==> config.mk <==
export PLATFORM = sky130hd
export DESIGN_NAME = rtab_alloc
export DESIGN_NICKNAME = d
export VERILOG_FILES = /design/src/common/rtab_req_pkg.sv /design/src/common/rtab_ctrl_pkg.sv /design/src/rtab/rtab_alloc.sv
export VERILOG_INCLUDE_DIRS = /design/src /design/src/common
export SDC_FILE = /design/constraint.sdc
export NUM_CORES = 1
export LEC_CHECK = 0
export ABC_AREA = 1
export ABC_CLOCK_PERIOD_IN_PS = 1390
export BUFFER_PORTS_ARGS = -buffer_cell sky130_fd_sc_hd__buf_2
export CORE_AREA = 2 2 98 100
export DETAILED_ROUTE_END_ITERATION = 8
export DIE_AREA = 0 0 100 102
export PLACE_DENSITY_LB_ADDON = 0.08
export SKIP_LAST_GASP = 1
export SLEW_MARGIN = 20
export SYNTH_ARGS = -nofsm -noshare
export SYNTH_HDL_FRONTEND = slang
export SYNTH_SLANG_ARGS = --single-unit
==> constraint.sdc <==
create_clock -name vclk -period 1.39
set_clock_uncertainty 0.15 [all_clocks]
set_input_delay 0.278 -clock vclk [all_inputs]
set_output_delay 0.278 -clock vclk [all_outputs]
set_load 0.01 [all_outputs]
==> src/common/rtab_defines.svh <==
// Replay table sizing
`ifndef RTAB_DEFINES_SVH
`define RTAB_DEFINES_SVH

// Number of table slots
`define RTAB_ENTRIES 8

// Cache-line address width
`define RTAB_NLINE_W 16

// Set index, taken from the low bits of the line address
`define RTAB_SET_W 4

// Byte offset inside a line
`define RTAB_OFFSET_W 6

// Request id carried through the table
`define RTAB_ID_W 8

`endif

==> src/common/rtab_req_pkg.sv <==
// Replay table request types
`include "rtab_defines.svh"

package rtab_req_pkg;

    // Cache-line address
    typedef logic [`RTAB_NLINE_W-1:0] rtab_nline_t;

    // Slot index
    typedef logic [$clog2(`RTAB_ENTRIES)-1:0] rtab_ptr_t;

    // One bit per slot
    typedef logic [`RTAB_ENTRIES-1:0] rtab_slot_vec_t;

    // Request kept in a slot until it is replayed
    typedef struct packed {
        rtab_nline_t               nline;
        logic [`RTAB_OFFSET_W-1:0] offset;
        // High for a store, low for a load
        logic                      is_store;
        logic [`RTAB_ID_W-1:0]     id;
    } rtab_req_t;

endpackage

==> src/common/rtab_ctrl_pkg.sv <==
// Replay table control types
package rtab_ctrl_pkg;

    // Reasons that keep an entry from being replayed
    typedef struct packed {
        logic mshr_hit;   // refill of the same line
        logic dir_set;    // refill of the same set
        logic miss_ready; // miss handler busy
    } rtab_deps_t;

    // Refill event seen by every slot
    typedef struct packed {
        logic                      valid;
        rtab_req_pkg::rtab_nline_t nline;
    } rtab_refill_t;

    // Slot state reported to the allocation and pop blocks
    typedef struct packed {
        logic                    valid;
        logic                    head;
        logic                    tail;
        logic                    ready;
        rtab_req_pkg::rtab_ptr_t next;
    } rtab_slot_stat_t;

    // Per-slot allocation command
    typedef struct packed {
        logic set_valid;
        logic set_head;
        logic clr_head;
        logic set_tail;
        logic clr_tail;
        logic link_next;
    } rtab_alloc_cmd_t;

    // List walk states
    typedef enum logic [1:0] {
        POP_HEAD,
        POP_NEXT,
        POP_NEXT_WAIT
    } rtab_pop_state_e;

endpackage

==> src/rtab/rtab_alloc.sv <==
// Replay table allocation
`timescale 1ns/1ps
`include "rtab_defines.svh"

module rtab_alloc
    import rtab_req_pkg::*;
    import rtab_ctrl_pkg::*;
(
    input  logic                                 check_i,
    input  rtab_nline_t                          check_nline_i,
    input  logic                                 alloc_i,
    input  logic                                 alloc_link_i,
    input  rtab_nline_t     [`RTAB_ENTRIES-1:0]  slot_nline_i,
    input  rtab_slot_stat_t [`RTAB_ENTRIES-1:0]  slot_stat_i,
    output logic                                 check_hit_o,
    output rtab_alloc_cmd_t [`RTAB_ENTRIES-1:0]  alloc_cmd_o,
    output rtab_ptr_t                            free_ptr_o
);

    rtab_slot_vec_t valid;
    rtab_slot_vec_t hit;
    rtab_slot_vec_t hit_tail;
    rtab_slot_vec_t free_1hot;
    logic           alloc;

    // Line compare against every live entry
    always_comb begin : line_check
        for (int i = 0; i < `RTAB_ENTRIES; i++) begin
            valid[i]    = slot_stat_i[i].valid;
            hit[i]      = check_i & valid[i] & (slot_nline_i[i] == check_nline_i);
            hit_tail[i] = hit[i] & slot_stat_i[i].tail;
        end
    end

    assign check_hit_o = |hit;

    // Lowest free slot wins, so scan down and keep the last match
    always_comb begin : free_pick
        free_1hot  = '0;
        free_ptr_o = '0;
        for (int i = `RTAB_ENTRIES - 1; i >= 0; i--) begin
            if (!valid[i]) begin
                free_1hot  = rtab_slot_vec_t'(1) << i;
                free_ptr_o = rtab_ptr_t'(i);
            end
        end
    end

    assign alloc = alloc_i | alloc_link_i;

    // New entries are always the tail of their list
    // A linked entry is no head and takes over the tail from the matching slot
    always_comb begin : slot_cmds
        for (int i = 0; i < `RTAB_ENTRIES; i++) begin
            alloc_cmd_o[i].set_valid = alloc & free_1hot[i];
            alloc_cmd_o[i].set_head  = alloc_i & free_1hot[i];
            alloc_cmd_o[i].clr_head  = alloc_link_i & free_1hot[i];
            alloc_cmd_o[i].set_tail  = alloc & free_1hot[i];
            alloc_cmd_o[i].clr_tail  = alloc_link_i & hit_tail[i];
            // Old tail points to the new entry
            alloc_cmd_o[i].link_next = alloc_link_i & hit_tail[i];
        end
    end

endmodule

=== Word level (Yosys, flattened, before mapping) ===
Index checks and enable logic that the tools add are counted.
W data, S select, Z words.

* ROM bits: 0
* Input bits: 203
* Bits in latches: 0
* Memories kept: 0
* Register bits after elaboration: 0
* Output and inout bits: 52
* Bits in writable memories: 0
* Logic and storage cells: 82

* Muxes and demuxes: 16
* Divide/modulo/power cells: 0
* Add/subtract/negate cells: 0
* Equality and inequality tests: 8
* Shift operators: 0
* Multiply operators: 0
* Reduce and logical (&&, ||, !) cells: 1
* $lt $le $gt $ge: 0
* Bitwise gates (word level): 57

{| class="wikitable"
|+ Operators with widths
! cell !! number
|-
| $eq A16 B16 Y1 || 8
|-
| $mux W8 || 8
|-
| $and A1 B1 Y1 || 56
|-
| $mux W3 || 8
|-
| $reduce_or A8 Y1 || 1
|-
| $or A1 B1 Y1 || 1
|}

=== Logic depth before layout (Yosys ltp) ===
* Depth in word-level cells: 9
* Gate-level depth with buffers: 11
* Gate-level depth less buffers: 10

=== Worst setup path before layout ===
Ideal clock, no wire load.

* Path kind: in2out
* Start: input check_nline_i[1]
* End: output alloc_cmd_o[37] (netlist name)
* Stages on the path: 9
* Setup slack: -0.330 ns
* Data required time: 0.962 ns
* Arrival: 1.292 ns
* Buffers on the path: 2
* Cells stage by stage: buf_4 > inv_1 > o21ai_0 > nor2_1 > nand2_1 > nor2_1 > nand3_1 > nor2_1 > buf_4

{| class="wikitable"
|+ RTL lines
! what !! line !! RTL
|-
| from (decl) || rtab_alloc.sv:10 || <nowiki>input rtab_nline_t check_nline_i,</nowiki>
|-
| to (decl) || rtab_alloc.sv:16 || <nowiki>output rtab_alloc_cmd_t [`RTAB_ENTRIES-1:0] alloc_cmd_o,</nowiki>
|}

=== Final worst setup path ===
* Start: input check_nline_i[8]
* End: output check_hit_o

* Word-level cells in the longest chain between the ends: 3
* Elaborated cells between the ends (all ways): 17
* Those cells by class: 8 x eq/ne; 8 x bitwise; 1 x reduce/logical

{| class="wikitable"
|+ RTL lines
! what !! line !! RTL
|-
| $eq A16 B16 Y1 || rtab_alloc.sv:30 || <nowiki>hit[i] = check_i & valid[i] & (slot_nline_i[i] == check_nline_i);</nowiki>
|-
| $and A1 B1 Y1 || rtab_alloc.sv:30 ||
|-
| $reduce_or A8 Y1 * || rtab_alloc.sv:35 || <nowiki>assign check_hit_o = |hit;</nowiki>
|-
| to (decl) || rtab_alloc.sv:15 || <nowiki>output logic check_hit_o,</nowiki>
|}

Every way passes the cells marked *; elsewhere a longest branch is shown, timed or not.

==> impl_metrics.csv <==
group,metric,value,unit
drt,wirelength,14110,microns
synth,yosysTopAreaCell,"nand2_1",
synth,netlist.area_leader.share,36.64,%
grt,grt_max_degree,10,
drt,ant_nets,0,
setup_path,crit_path_max_incr_delay,0.16,ns
timing,setup_tns,-9.308,ns
cells_and_area,design_area,5175,sq um
timing,worst_slew_pin_slew,0.3215,ns
setup_path,critical_path_buf_inv_count,3,
setup_path,crit_arrival,1.38,ns
cells_and_area,seq_area,0,sq um
place,place_congestion,0.9116,
synth,syn_avg_cell_area,4.413,sq um
power,p_per_area,280.9,nW/um^2
grt,grt_pass1_vias,4104,
power,max-vdd-ir-drop,0.0001276,V
setup_path,cp_top_family,"simple AND/OR/NAND/NOR gates",
floorplanning,initial_core_util,28.68,%
setup_path,cpMostUsedCell,"nand2_1",
drt,drc,0,
setup_path,path_cells,"buf_12 -> buf_8 -> nand2_1 -> nand2_1 -> nor2_2 -> nand2_2 -> nor2_4 -> nand3_4 -> nand2_1 -> nor2_1 -> nand2_1 -> buf_2",
setup_path,cp-end-kind,"primary output",
synth,synth_fp_nets,795,
floorplanning,die_w,100,microns
floorplanning,core,9109,sq um
floorplanning,pin_count,255,
run_status,status,"finished with violations",
timing,rsz0062_at_grt,"yes",
synth,syn_area,2613,sq um
drt,via_per_inst,4.612,
cells_and_area,seq_cells,0,
cells_and_area,layout-drive-gt1-share,49.76,%
setup_path,worst-endpoint-required,0.96,ns
grt,grt_overflow_total,0,
timing,whs,0.7286,ns
setup_path,critPathLaunchType,"primary input",
setup_path,path_class,"in -> out",
timing,setup_ws,-0.4225,ns
drt,post_drt_wl_per_cell,14.87,microns
cells_and_area,syn_to_final_growth,98.08,%
synth,ys_seq_area_share,0,%
cells_and_area,antenna_cells,0,
grt,antenna_found_initial,0,
synth,synth.distinct_cells,26,
setup_path,critPathMaxFanout,6,
floorplanning,fp-row-count,35,
timing,post-route-min-period,1.813,ns
power,pwr-share-comb,100.0,%
place,dpl_cell_area,4113,sq um
place,hpwlAfterDp,11610,microns
min_path,min_path_type,"in -> out",
drt,first_iter_violations,160,
run,maxCapViolCount,0,
power,clkPwrFrac,0,%
power,power.leakage,3.030,nW
drt,drtPass1Iterations,5,
timing,period_share,130.4,%
drt,vias,4377,
grt,grt_usage,26.23,%
cells_and_area,final_nets,1043,
power,sw_frac_of_total,52.30,%
timing,max_slew_margin,78.40,%
timing,slew_violations,0,
timing,max_freq,551.7,MHz
timing,setup_viol,43,
power,p_int,0.6933,mW
place,port-buffer-count,215,
timing,hold_viol,0,
power,p_sw,0.7602,mW
synth,yosysWarningCount,0,
floorplanning,dieHeight,102,microns
floorplanning,die-area,10200,sq um
grt,grt_first_pass_wirelength,20990,microns
setup_path,cpMaxStageDelayCell,"nor2_4",
place,post-place-ws,-0.6958,ns
cells_and_area,nClkBuffers,0,
run_status,violations,"negative setup slack",
synth,synthCells,592,
cells_and_area,fillers,966,
synth,yosys-top-cells-area,"nand2_1 (37%), nor2_1 (15%), inv_1 (12%)",
power,pwr-share-seq,0,%
## routing by layer
metal,part of all wire (%),vias up,GRT usage (%)
met4,1.3,0,3.372
met1,42,1951,34.07
met2,50,174,48.80
li1,-,2239,-
met5,0,-,0
met3,6.8,13,1.984
## cell usage after synthesis, drive strengths merged
library cell    n
nand3          11
xor2           25
clkinv          3
a21boi          1
nor2          105
nand3b          1
xnor2           2
a21oi           2
or2             4
nand2         257
o211ai          7
clkbuf          1
buf            31
nor3            7
a31oi           1
inv            93
o21ai          40
o22ai           1
## metrics by stage
step | total power, mW | utilization (%) | cells
2_1_floorplan | 0.5723 | - | 592
5_1_grt | 1.584 | 56.81 | 949
3_5_place_dp | 1.106 | 45.15 | 938
4_1_cts | 1.311 | 52.05 | 946
6_report | 1.454 | 56.81 | 949
3_3_place_gp | 1.102 | 45.15 | 938
## worst paths after layout
kind	endpoint	from	slack [ns]	depth (start not counted)
max	check_hit_o	check_nline_i[8]	-0.42	12
min	alloc_cmd_o[31]	slot_stat_i[39]	0.73	4
## layout by cell type (no fill, tap or decap), types with 12 or more instances in the layout
cell / n
nand2_1: 207
buf_8: 12
buf_4: 21
buf_6: 51
nand2_2: 42
inv_1: 74
nor2_4: 15
xor2_1: 24
nor2_1: 64
buf_12: 12
nor2_2: 26
buf_2: 180
o21ai_0: 20
o21ai_1: 15
## tightest hold or removal path, cell delays in order
cell	delay [ns]
buf_2	0.09
nand2_1	0.07
nor2_2	0.04
buf_2	0.12
## power groups by stage
stage | Sequential (mW) | Clock, mW | Combinational, mW
floorplan | 0 | 0 | 0.572
global placement | 0 | 0 | 1.10
detailed placement | 0 | 0 | 1.11
CTS | 0 | 0 | 1.31
global route | 0 | 0 | 1.58
finish | 0 | 0 | 1.45
## timing repair
action,4_1_cts,5_1_grt
buffers inserted,6,6
hold buffers,0,0
gates cloned,2,0
resized for setup,172,118
setup endpoints to repair,48,49
pin swaps,75,79
## logic make-up (layout without fill, tap and decap cells)
logic type / after synthesis / in the layout / synth area share (%)
buf+inv: 128 / 374 / 23.04
simple gates: 385 / 385 / 57.09
compound gates: 52 / 52 / 10.82
xor+xnor: 27 / 27 / 9.052
## cell type report
| cell class | instances | area (sq um) | share of cell area [%] |
|---|---|---|---|
| multi-input cells | 464 | 2505 | 48.40 |
| repair buffers | 276 | 2053 | 39.68 |
| repair inverters | 2 | 10.01 | 0.1934 |
| inverters | 96 | 467.9 | 9.043 |
| well taps | 111 | 138.9 | 2.684 |
Note: power is estimated with default switching activity, not from simulation.
