File: src/common/rtab_defines.svh
// Replay table sizing
`ifndef RTAB_DEFINES_SVH
`define RTAB_DEFINES_SVH

// Number of table slots
`define RTAB_ENTRIES 8

// Cache-line address width
`define RTAB_NLINE_W 16

// Set index, taken from the low bits of the line address
`define RTAB_SET_W 4

// Byte offset inside a line
`define RTAB_OFFSET_W 6

// Request id carried through the table
`define RTAB_ID_W 8

`endif

File: src/common/rtab_req_pkg.sv
// Replay table request types
`include "rtab_defines.svh"

package rtab_req_pkg;

    // Cache-line address
    typedef logic [`RTAB_NLINE_W-1:0] rtab_nline_t;

    // Slot index
    typedef logic [$clog2(`RTAB_ENTRIES)-1:0] rtab_ptr_t;

    // One bit per slot
    typedef logic [`RTAB_ENTRIES-1:0] rtab_slot_vec_t;

    // Request kept in a slot until it is replayed
    typedef struct packed {
        rtab_nline_t               nline;
        logic [`RTAB_OFFSET_W-1:0] offset;
        // High for a store, low for a load
        logic                      is_store;
        logic [`RTAB_ID_W-1:0]     id;
    } rtab_req_t;

endpackage

File: src/common/rtab_ctrl_pkg.sv
// Replay table control types
package rtab_ctrl_pkg;

    // Reasons that keep an entry from being replayed
    typedef struct packed {
        logic mshr_hit;   // refill of the same line
        logic dir_set;    // refill of the same set
        logic miss_ready; // miss handler busy
    } rtab_deps_t;

    // Refill event seen by every slot
    typedef struct packed {
        logic                      valid;
        rtab_req_pkg::rtab_nline_t nline;
    } rtab_refill_t;

    // Slot state reported to the allocation and pop blocks
    typedef struct packed {
        logic                    valid;
        logic                    head;
        logic                    tail;
        logic                    ready;
        rtab_req_pkg::rtab_ptr_t next;
    } rtab_slot_stat_t;

    // Per-slot allocation command
    typedef struct packed {
        logic set_valid;
        logic set_head;
        logic clr_head;
        logic set_tail;
        logic clr_tail;
        logic link_next;
    } rtab_alloc_cmd_t;

    // List walk states
    typedef enum logic [1:0] {
        POP_HEAD,
        POP_NEXT,
        POP_NEXT_WAIT
    } rtab_pop_state_e;

endpackage

File: src/rtab/rtab_slot.sv
// Replay table entry
`timescale 1ns/1ps
`include "rtab_defines.svh"

module rtab_slot
    import rtab_req_pkg::*;
    import rtab_ctrl_pkg::*;
(
    input  logic            clk_i,
    input  logic            rst_ni,
    input  rtab_alloc_cmd_t alloc_cmd_i,
    input  rtab_ptr_t       free_ptr_i,
    input  rtab_req_t       alloc_req_i,
    input  rtab_deps_t      alloc_deps_i,
    input  rtab_refill_t    refill_i,
    input  logic            miss_ready_i,
    input  logic            try_clr_i,
    input  logic            commit_i,
    input  logic            rback_i,
    input  rtab_deps_t      rback_deps_i,
    output rtab_slot_stat_t stat_o,
    output rtab_req_t       req_o
);

    logic       valid_q;
    logic       head_q;
    logic       tail_q;
    rtab_deps_t deps_q;
    rtab_deps_t deps_clr;
    rtab_ptr_t  next_q;
    rtab_req_t  req_q;
    logic       line_match;
    logic       set_match;

    // Refill compare on the stored line
    assign line_match = refill_i.valid & (refill_i.nline == req_q.nline);
    assign set_match  = refill_i.valid &
                        (refill_i.nline[`RTAB_SET_W-1:0] == req_q.nline[`RTAB_SET_W-1:0]);

    assign deps_clr.mshr_hit   = line_match;
    assign deps_clr.dir_set    = set_match;
    assign deps_clr.miss_ready = miss_ready_i;

    always_ff @(posedge clk_i or negedge rst_ni) begin : ctrl_regs
        if (!rst_ni) begin
            valid_q <= 1'b0;
            head_q  <= 1'b0;
            tail_q  <= 1'b0;
            deps_q  <= '0;
            next_q  <= '0;
        end else begin
            if (alloc_cmd_i.set_valid) begin
                valid_q <= 1'b1;
            end else if (commit_i) begin
                valid_q <= 1'b0;
            end

            // Head drops while the entry is out for replay
            if (alloc_cmd_i.set_head || rback_i) begin
                head_q <= 1'b1;
            end else if (alloc_cmd_i.clr_head || try_clr_i || commit_i) begin
                head_q <= 1'b0;
            end

            if (alloc_cmd_i.set_tail) begin
                tail_q <= 1'b1;
            end else if (alloc_cmd_i.clr_tail) begin
                tail_q <= 1'b0;
            end

            // Fresh bits on allocation or rollback, else clear on events
            if (alloc_cmd_i.set_valid) begin
                deps_q <= alloc_deps_i;
            end else if (rback_i) begin
                deps_q <= rback_deps_i;
            end else begin
                deps_q <= deps_q & ~deps_clr;
            end

            if (alloc_cmd_i.link_next) begin
                next_q <= free_ptr_i;
            end
        end
    end

    always_ff @(posedge clk_i) begin : payload_reg
        if (alloc_cmd_i.set_valid) begin
            req_q <= alloc_req_i;
        end
    end

    assign stat_o.valid = valid_q;
    assign stat_o.head  = head_q;
    assign stat_o.tail  = tail_q;
    // Replayable once no dependency is left
    assign stat_o.ready = valid_q & head_q & ~(|deps_q);
    assign stat_o.next  = next_q;
    assign req_o        = req_q;

endmodule

File: config.mk
export PLATFORM = sky130hd
export DESIGN_NAME = rtab_slot
export DESIGN_NICKNAME = d
export VERILOG_FILES = /design/src/common/rtab_req_pkg.sv /design/src/common/rtab_ctrl_pkg.sv /design/src/rtab/rtab_slot.sv
export VERILOG_INCLUDE_DIRS = /design/src /design/src/common
export SDC_FILE = /design/constraint.sdc
export NUM_CORES = 1
export LEC_CHECK = 0
export ABC_AREA = 1
export BUFFER_PORTS_ARGS = -buffer_cell sky130_fd_sc_hd__buf_2
export CAP_MARGIN = 30
export CORE_UTILIZATION = 42
export DETAILED_ROUTE_END_ITERATION = 10
export PLACE_DENSITY = 0.8
export SKIP_LAST_GASP = 1
export SLEW_MARGIN = 20
export SYNTH_ARGS = -nofsm -noshare
export SYNTH_HDL_FRONTEND = slang
export SYNTH_SLANG_ARGS = --single-unit
export TNS_END_PERCENT = 1
File: constraint.sdc
create_clock -name clk_i -period 1.51 [get_ports clk_i]
set_clock_uncertainty 0.15 [all_clocks]
set_input_delay 0.0755 -clock clk_i [delete_from_list [all_inputs] [get_ports clk_i]]
set_output_delay 0.0755 -clock clk_i [all_outputs]
set_load 0.01 [all_outputs]
# == Yosys cells after proc, flatten, opt, wreduce, memory -nomap -nowiden ==
# Cells that the tools add are included.
# op_classes
n_addsub,0
mul,0
div_mod_pow,0
order_cmp,0
eq_ne,2
n_shift,0
n_mux,8
bitwise_logic,7
n_reduce_logical,7
# op_table
op,count
16-bit == test,1
1-bit two-way mux,6
3-bit two-way mux,2
2-bit nonzero test,3
1-bit bitwise AND,4
4-bit == test,1
3-bit bitwise AND,1
1-bit logical OR,3
3-bit inverter,1
3-bit OR reduction,1
1-bit inverter,1
# word_totals
reg_bits,40
latch_bits,0
ramBits,0
mem_bits_ro,0
input_bits,69
mem_count,0

# == Longest topological paths before layout ==
# Gate-level depths: netlist of the first run.
# logic_depth
depth_word,6
mapped_depth,9
mapped_depth_nobuf,9

# == Worst setup path after synthesis of the first run ==
# No wires, ideal clock.
# synth_path
path_kind,register -> register
start,"reg req_q, in the netlist req_o[28]"
end,reg deps_q[2] in the netlist's numbering
setup_time_ps,122
arrival_time_ps,967
required_ps,1238
slack_ps,272
stages_incl_launch_ff,9
n_path_buf,0
period_less_slack_ps,1238
path_cell_list,edfxtp_1 -> nor2_1 -> nor2_1 -> nor2_1 -> nand2_1 -> nor2_1 -> nand3_1 -> nand2_1 -> a21oi_2
# synth_between
elab_chain_len,6
# synth_lines
item,line_no,text
start: declaration,rtab_slot.sv:31,rtab_req_t req_q;
start signal: assignment,rtab_slot.sv:88,req_q <= alloc_req_i;
16-bit == test,rtab_slot.sv:36,assign line_match = refill_i.valid & (refill_i.nline == req_q.nline);
1-bit bitwise AND,rtab_slot.sv:36,
3-bit inverter,rtab_slot.sv:77,deps_q <= deps_q & ~deps_clr;
3-bit bitwise AND,rtab_slot.sv:77,
3-bit two-way mux,rtab_slot.sv:74,end else if (rback_i) begin
3-bit two-way mux,rtab_slot.sv:72,if (alloc_cmd_i.set_valid) begin
end signal: assignment,rtab_slot.sv:73,deps_q <= alloc_deps_i;
end signal: assignment,rtab_slot.sv:75,deps_q <= rback_deps_i;
end signal: assignment,rtab_slot.sv:77,
end: declaration,rtab_slot.sv:28,rtab_deps_t deps_q;
# Every way passes these cells.
# A chain may end at the register's enable or synchronous reset.

# == Worst setup path after layout of the first run ==
# layout_path
start,in free_ptr_i[0]
end,reg next_q[0]
# layout_lines
item,line_no,text
start: declaration,rtab_slot.sv:12,"input rtab_ptr_t free_ptr_i,"
end signal: assignment,rtab_slot.sv:81,next_q <= free_ptr_i;
end: declaration,rtab_slot.sv:30,rtab_ptr_t next_q;
# No word-level cell between the ends.

==> metrics.csv, run 1 <==
stage;metric;value;unit
run_status;violated checks;negative setup slack;
die;chip height;64.88;um
logic_synthesis;top cells by count, synth;nand2_1 (33), edfxtp_1 (31), inv_1 (20);
drt;DR vias/cell;4.492;
power_and_ir_drop;leak pwr;1.418;nW
die;std cell rows;22;
clocking;CTS Root Cell;clkbuf_8;
critical_path;CP Data Arrival Time;1.56;ns
logic_synthesis;syn_nets;214;
logic_synthesis;area share of the largest cell type after synthesis;56.07;%
clocking;Skew-Pair Late Insertion Delay;0.30;ns
timing;final-report setup violation count;3;
logic_synthesis;Post-Synthesis Cell Area;1660;um2
die;CORE AREA;3716;um2
logic_synthesis;distinct cell type count of the synthesized netlist;23;
clocking;cts bufs inserted;5;
placement;placed cells;297;
layout;Post-Layout Cell Count;358;
drt;final WL;4.988;mm
logic_synthesis;Seq/Total Area, Yosys;69.63;%
global_routing;GR Util All Layers;24.79;%
worst_hold_path;Worst Hold Path Cells;3;
timing;Worst Max-Slew Pin Slew;0.3897;ns
critical_path;crit path cell chain;dlygate4sd3_1 > buf_2 > mux2_2 > dlygate4sd3_1;
critical_path;crit path kind;input port to register;
global_routing;largest net degree at the start of global routing;21;
clocking;CTS tree;done;
power_and_ir_drop;power per cell area;936.3;nW/um2
clocking;# Post-CTS Setup Buffers;0;
clocking;clk slew on worst S/H paths;0.08;ns
die;DIE WIDTH;64.88;um
layout;Ant. Diodes;0;
drt;DRT Pass-1 Iters;6;
logic_synthesis;synthesized instance count;145;
clocking;H-tree depth;2;
timing;slew margin rel.;74.02;%
placement;Port Buf Inserts;106;
die;die area;4209;um2
layout;share of post-route cells with drive strength above 1;40.97;%
timing;final max-slew violation count;0;
logic_synthesis;Avg Synthesized Cell Area;11.45;um2
logic_synthesis;warnings from Yosys;0;
drt;Post-DRT Antenna Nets;0;
critical_path;CP max stage cell;dlygate4sd3_1;
drt;Iter 0 DRT Violations;75;
logic_synthesis;Synth Flop Type;edfxtp_1;
clocking;cts repair resizes;0;
logic_synthesis;FF+latch count, synth;40;
placement;detailed placement HPWL;2.705;mm
critical_path;Worst Setup End Kind;register;
critical_path;crit start category;input port;
logic_synthesis;Synth area leader;edfxtp_1;
drt;via count;1608;
clocking;Clock Path Buffers;2;
placement;Placer Congestion;0.8412;
logic_synthesis;Async SR Flop Fraction;22.50;%
critical_path;slowest stage delay, CP;0.57;ns
layout;Filler Cell Count;249;
layout;fin nets;378;
critical_path;WP data required;1.54;ns
critical_path;CP max FO;1;
timing;PnR worst setup slack;-0.01941;ns
logic_synthesis;top-count cell post-synth;nand2_1;
power_and_ir_drop;worst vdd rail ir drop;815.1;uV
critical_path;CP Depth;4;
worst_hold_path;HP Class;input port to register;
critical_path;Crit path top cell by count;dlygate4sd3_1;
timing;fin crit share;101.3;%
timing;Period minus WS final;1.529;ns
critical_path;R2R depth;5;
layout;Util after Layout;77.78;%
timing;Hold Fails Final Rpt;0;
layout;Layout area overhead;74.08;%
timing;Max Fclk;0.6538;GHz
clocking;TritonCTS Sinks;40;
global_routing;GR Overflow Total;0;
global_routing;first-pass GRT wire length;7.410;mm
timing;RSZ-0062 raised after global routing;yes;
drt;drc violations;0;
flow_run;MaxCap Viol Count;0;
critical_path;Buf/Inv on CP;3;
global_routing;antenna violations before repair;0;
critical_path;critical path's top delay family;buffers and inverters;
drt;WL/cell;13.93;um
run_status;status;finished with violations;
global_routing;vias in the first global route;1697;
die;Starting Density;44.68;%
logic_synthesis;number of enable flip-flop cells after synthesis;31;
logic_synthesis;synth top area cells;edfxtp_1 (56%), dfrtp_1 (14%), nand2_1 (7.5%);
die;I/O pin cnt;107;
cells in the final DEF, fill, tap and decap left out, drive strengths merged, types with 5 or more instances in the layout:
cell / instances
buf: 107
nor2: 21
edfxtp: 31
dfrtp: 9
nand2: 33
dlygate4sd3: 53
inv: 24
clkbuf: 5
power by group:
part	switching [mW]	internal, mW	total, mW
logic	0.221	0.271	0.492
clock network	0.396	0.489	0.885
registers	0.0439	1.28	1.33
total	0.661	2.05	2.71
tightest hold or removal path, stage by stage:
cell	delay, ns
buf_2	0.14
a21oi_1	0.14
a21oi_1	0.07
state kept, by name, summed over array words and instances, names as in the netlist:
| register | flops |
|---|---|
| deps_q | 3 |
| head_q | 1 |
| next_q | 3 |
| req_o | 31 |
| tail_q | 1 |
| valid_q | 1 |
metrics by stage:
step                cell area [um2]  TNS [ns]  hold WS [ns]  setup WS (ns)  power, mW
floorplan                      1660         0       -0.3701         0.2719      1.504
global placement               2248         0       -0.2112         0.2402      1.699
detailed placement             2248         0       -0.2082         0.2026      1.710
CTS                            2870         0      0.002615        0.01974      2.683
global route                   2890   -0.1310       0.02269       -0.08160      2.824
finish                         2890  -0.03780       0.01972       -0.01941      2.706
timing repair:
| item | in CTS | in global routing |
|---|---|---|
| hold buffers | 51 | 3 |
| endpoints found under the hold margin | 49 | 1 |
| endpoints found under the setup margin | 0 | 5 |
per-layer routing:
| layer | share of wire (%) | vias up | global-route usage, % |
|---|---|---|---|
| li1 | - | 788 | - |
| met1 | 35 | 728 | 24.25 |
| met2 | 55 | 78 | 45.83 |
| met3 | 7.2 | 14 | 8.451 |
| met4 | 2.9 | 0 | 11.94 |
| met5 | 0 | - | 0 |
kinds of logic (layout without fill, tap and decap cells):
kind of cell | Yosys count | count (layout) | synth area share, %
XOR/XNOR | 4 | 4 | 2.110
AND/OR/NAND/NOR | 61 | 61 | 15.68
AO/OA/AOI/OAI | 9 | 9 | 3.541
buffers and inverters | 28 | 193 | 7.008
multiplexers | 3 | 3 | 2.035
flip-flops | 40 | 40 | 69.63
cell type report:
type / instances / area [um2] / share of cell area [%]
clock buffer: 5 / 68.82 / 2.381
clock inverter: 3 / 42.54 / 1.472
inverter: 25 / 93.84 / 3.247
multi-input combinational: 77 / 387.9 / 13.42
sequential: 40 / 1156 / 40.00
tap: 48 / 60.06 / 2.078
timing repair buffer: 160 / 1081 / 37.40
worst paths after layout:
| check | to | start | slack (ns) |
|---|---|---|---|
| setup reg to reg | deps_q[0] | deps_q[0] | 0 |
| setup / recovery | next_q[0] | free_ptr_i[0] | -0.02 |
| hold reg to reg | valid_q | valid_q | 0.37 |
| min in group asynchronous | next_q[2] | rst_ni | 0.03 |
| hold / removal | deps_q[1] | rback_i | 0.02 |
| max in group asynchronous | deps_q[2] | rst_ni | 0.97 |
(Power assumes the default switching activity.)
==> run 2: changes to the inputs <==
--- a/config.mk
+++ b/config.mk
@@ -9,6 +9,7 @@
 export ABC_AREA = 1
 export BUFFER_PORTS_ARGS = -buffer_cell sky130_fd_sc_hd__buf_2
 export CAP_MARGIN = 30
+export CORE_MARGIN = 3
 export CORE_UTILIZATION = 42
 export DETAILED_ROUTE_END_ITERATION = 10
 export PLACE_DENSITY = 0.8
==> run 2 against run 1 <==
The flow finishes with violations (negative hold slack, negative setup slack); final area grew 0.43%; worst hold slack lost 0.10 ns; clock-buffer cell count is the same; critical endpoint is now next_q[1].
==> metrics.csv, run 2 (same netlist as run 1, synthesis figures left out) <==
stage;metric;value;unit;change
timing;Max Fclk;0.6622;GHz;was 0.6538 GHz
timing;slew margin rel.;80.87;%;was 74.02%
clocking;TritonCTS Sinks;40;;unchanged
timing;final-report setup violation count;1;;was 3
critical_path;Crit path top cell by count;dlygate4sd3_1;;unchanged
critical_path;crit path kind;input port to register;;unchanged
worst_hold_path;Worst Hold Path Cells;2;;was 3
die;std cell rows;22;;unchanged
clocking;# Post-CTS Setup Buffers;0;;unchanged
timing;WHS;-0.08196;ns;was 0.01972 ns
critical_path;CP Data Arrival Time;1.53;ns;was 1.56 ns
drt;DRT Pass-1 Iters;4;;was 6
timing;Period minus WS final;1.510;ns;was 1.529 ns
timing;Worst Max-Slew Pin Slew;0.2845;ns;was 0.3897 ns
drt;via count;1666;;was 1,608
timing;final max-slew violation count;0;;unchanged
layout;most frequent cells in the layout;buf_2 (106), dlygate4sd3_1 (52), nand2_1 (33);;was buf_2 (106), dlygate4sd3_1 (53), nand2_1 (33)
drt;WL/cell;14.91;um;was 13.93 um
layout;share of post-route cells with drive strength above 1;40.91;%;was 40.97%
die;I/O pin cnt;107;;unchanged
layout;Layout area overhead;74.83;%;was 74.08%
die;die area;4744;um2;was 4209 um2
run_status;violated checks;negative hold slack, negative setup slack;;was negative setup slack
clocking;Skew-Pair Late Insertion Delay;0.29;ns;was 0.30 ns
global_routing;antenna violations before repair;0;;unchanged
drt;Post-DRT Antenna Nets;0;;unchanged
global_routing;largest net degree at the start of global routing;36;;was 21
placement;detailed placement HPWL;3.195;mm;was 2.705 mm
layout;fin nets;377;;was 378
placement;Placer Congestion;0.7872;;was 0.8412
clocking;CTS Root Cell;clkbuf_8;;unchanged
critical_path;WP data required;1.53;ns;was 1.54 ns
timing;fin crit share;100.0;%;was 101.3%
critical_path;Worst Setup End Kind;register;;unchanged
layout;commonest non-fill, non-tap cell in the layout;buf_2;;unchanged
die;CORE AREA;3744;um2;was 3716 um2
critical_path;CP max stage cell;dlygate4sd3_1;;unchanged
layout;Post-Layout Cell Count;358;;unchanged
die;Starting Density;44.35;%;was 44.68%
global_routing;GR Util All Layers;23.51;%;was 24.79%
drt;Iter 0 DRT Violations;67;;was 75
global_routing;GR Overflow Total;0;;unchanged
timing;PnR worst setup slack;-0.0001453;ns;was -0.01941 ns
clocking;cts bufs inserted;5;;unchanged
placement;Port Buf Inserts;106;;unchanged
critical_path;R2R depth;2;;was 5
clocking;clk slew on worst S/H paths;0.08;ns;about the same
placement;placed cells;297;;unchanged
power_and_ir_drop;leak pwr;1.422;nW;was 1.418 nW
clocking;CTS Hold Bufs;53;;was 51
run_status;status;finished with violations;;unchanged
global_routing;first-pass GRT wire length;7.879;mm;was 7.410 mm
drt;final WL;5.337;mm;was 4.988 mm
die;chip height;68.88;um;was 64.88 um
clocking;Clock Path Buffers;2;;unchanged
die;DIE WIDTH;68.88;um;was 64.88 um
drt;DR vias/cell;4.654;;was 4.492
critical_path;crit path cell chain;dlygate4sd3_1 > buf_2 > mux2_2 > dlygate4sd3_1;;unchanged
critical_path;slowest stage delay, CP;0.56;ns;was 0.57 ns
power_and_ir_drop;worst vdd rail ir drop;903.3;uV;was 815.1 uV
timing;Hold Fails Final Rpt;1;;was 0
clocking;H-tree depth;2;;unchanged
critical_path;Buf/Inv on CP;3;;unchanged
timing;Sum Neg Setup Slack;-0.0001453;ns;was -0.03780 ns
worst_hold_path;HP Class;input port to register;;unchanged
clocking;CTS tree;done;;unchanged
critical_path;CP Depth;4;;unchanged
critical_path;CP max FO;1;;unchanged
global_routing;vias in the first global route;1733;;was 1,697
layout;max FFs per register;31;;unchanged
critical_path;crit start category;input port;;unchanged
critical_path;critical path's top delay family;buffers and inverters;;unchanged
timing;RSZ-0062 raised after global routing;yes;;unchanged
flow_run;MaxCap Viol Count;0;;unchanged
power_and_ir_drop;power per cell area;973.1;nW/um2;was 936.3 nW/um2
drt;drc violations;0;;unchanged
critical_path;Worst R2R Setup Slack;0.04;ns;was 0 ns
## run 2: timing repair
item                                    in CTS  in global routing
gates resized for setup                      0                  0
hold endpoints to repair                    49                  1
endpoints found under the setup margin       0                  3
## run 2: worst paths after layout
path | end | start
min | next_q[0] | alloc_cmd_i[0]
min in group asynchronous | tail_q | rst_ni
max in group asynchronous | next_q[2] | rst_ni
max reg2reg | next_q[1] | next_q[1]
max | next_q[1] | free_ptr_i[1]
min reg2reg | next_q[0] | next_q[0]
## run 2: metrics by stage
stage | power [mW] | hold WS (ns) | util [%] | area [um2] | setup slack [ns]
after detailed placement | 1.721 | -0.2113 | 60.06 | 2248 | 0.1692
after CTS | 2.822 | 0.01442 | 77.67 | 2908 | 0.02636
after floorplan | 1.504 | -0.3701 | - | 1660 | 0.2719
after global routing | 2.927 | -0.05011 | 77.41 | 2898 | -0.05931
final | 2.825 | -0.08196 | 77.54 | 2903 | -0.0001453
after global placement | 1.702 | -0.2150 | 60.06 | 2248 | 0.2133
## run 2: final cells by class
class	count	area [um2]
Fill cell	249	840.8
Sequential cell	40	1156
Inverter	25	93.84
Antenna cell	2	5.005
Multi-Input combinational cell	77	387.9
Tap cell	48	60.06
Clock buffer	5	68.82
Timing Repair Buffer	159	1071
Clock inverter	2	60.06
## run 2: metal layers
| layer | vias to the layer above | GRT usage (%) | wire [um] |
|---|---|---|---|
| li1 | 787 | - | - |
| met1 | 766 | 24.68 | 1823 |
| met2 | 97 | 40.95 | 2818 |
| met3 | 16 | 10.53 | 548 |
| met4 | 0 | 9.246 | 147 |
| met5 | - | 0 | 0 |
## run 2: report_power, final
part / switching, mW / internal, mW
Clock: 0.355 / 0.650
Sequential: 0.0472 / 1.29
Combinational: 0.222 / 0.265
Total: 0.624 / 2.20
## run 2: worst reg2reg max path, cell delays in order, from the launching register on
cell and delay [ns]:
dfrtp_1 0.39, mux2_2 0.26, dlygate4sd3_1 0.56
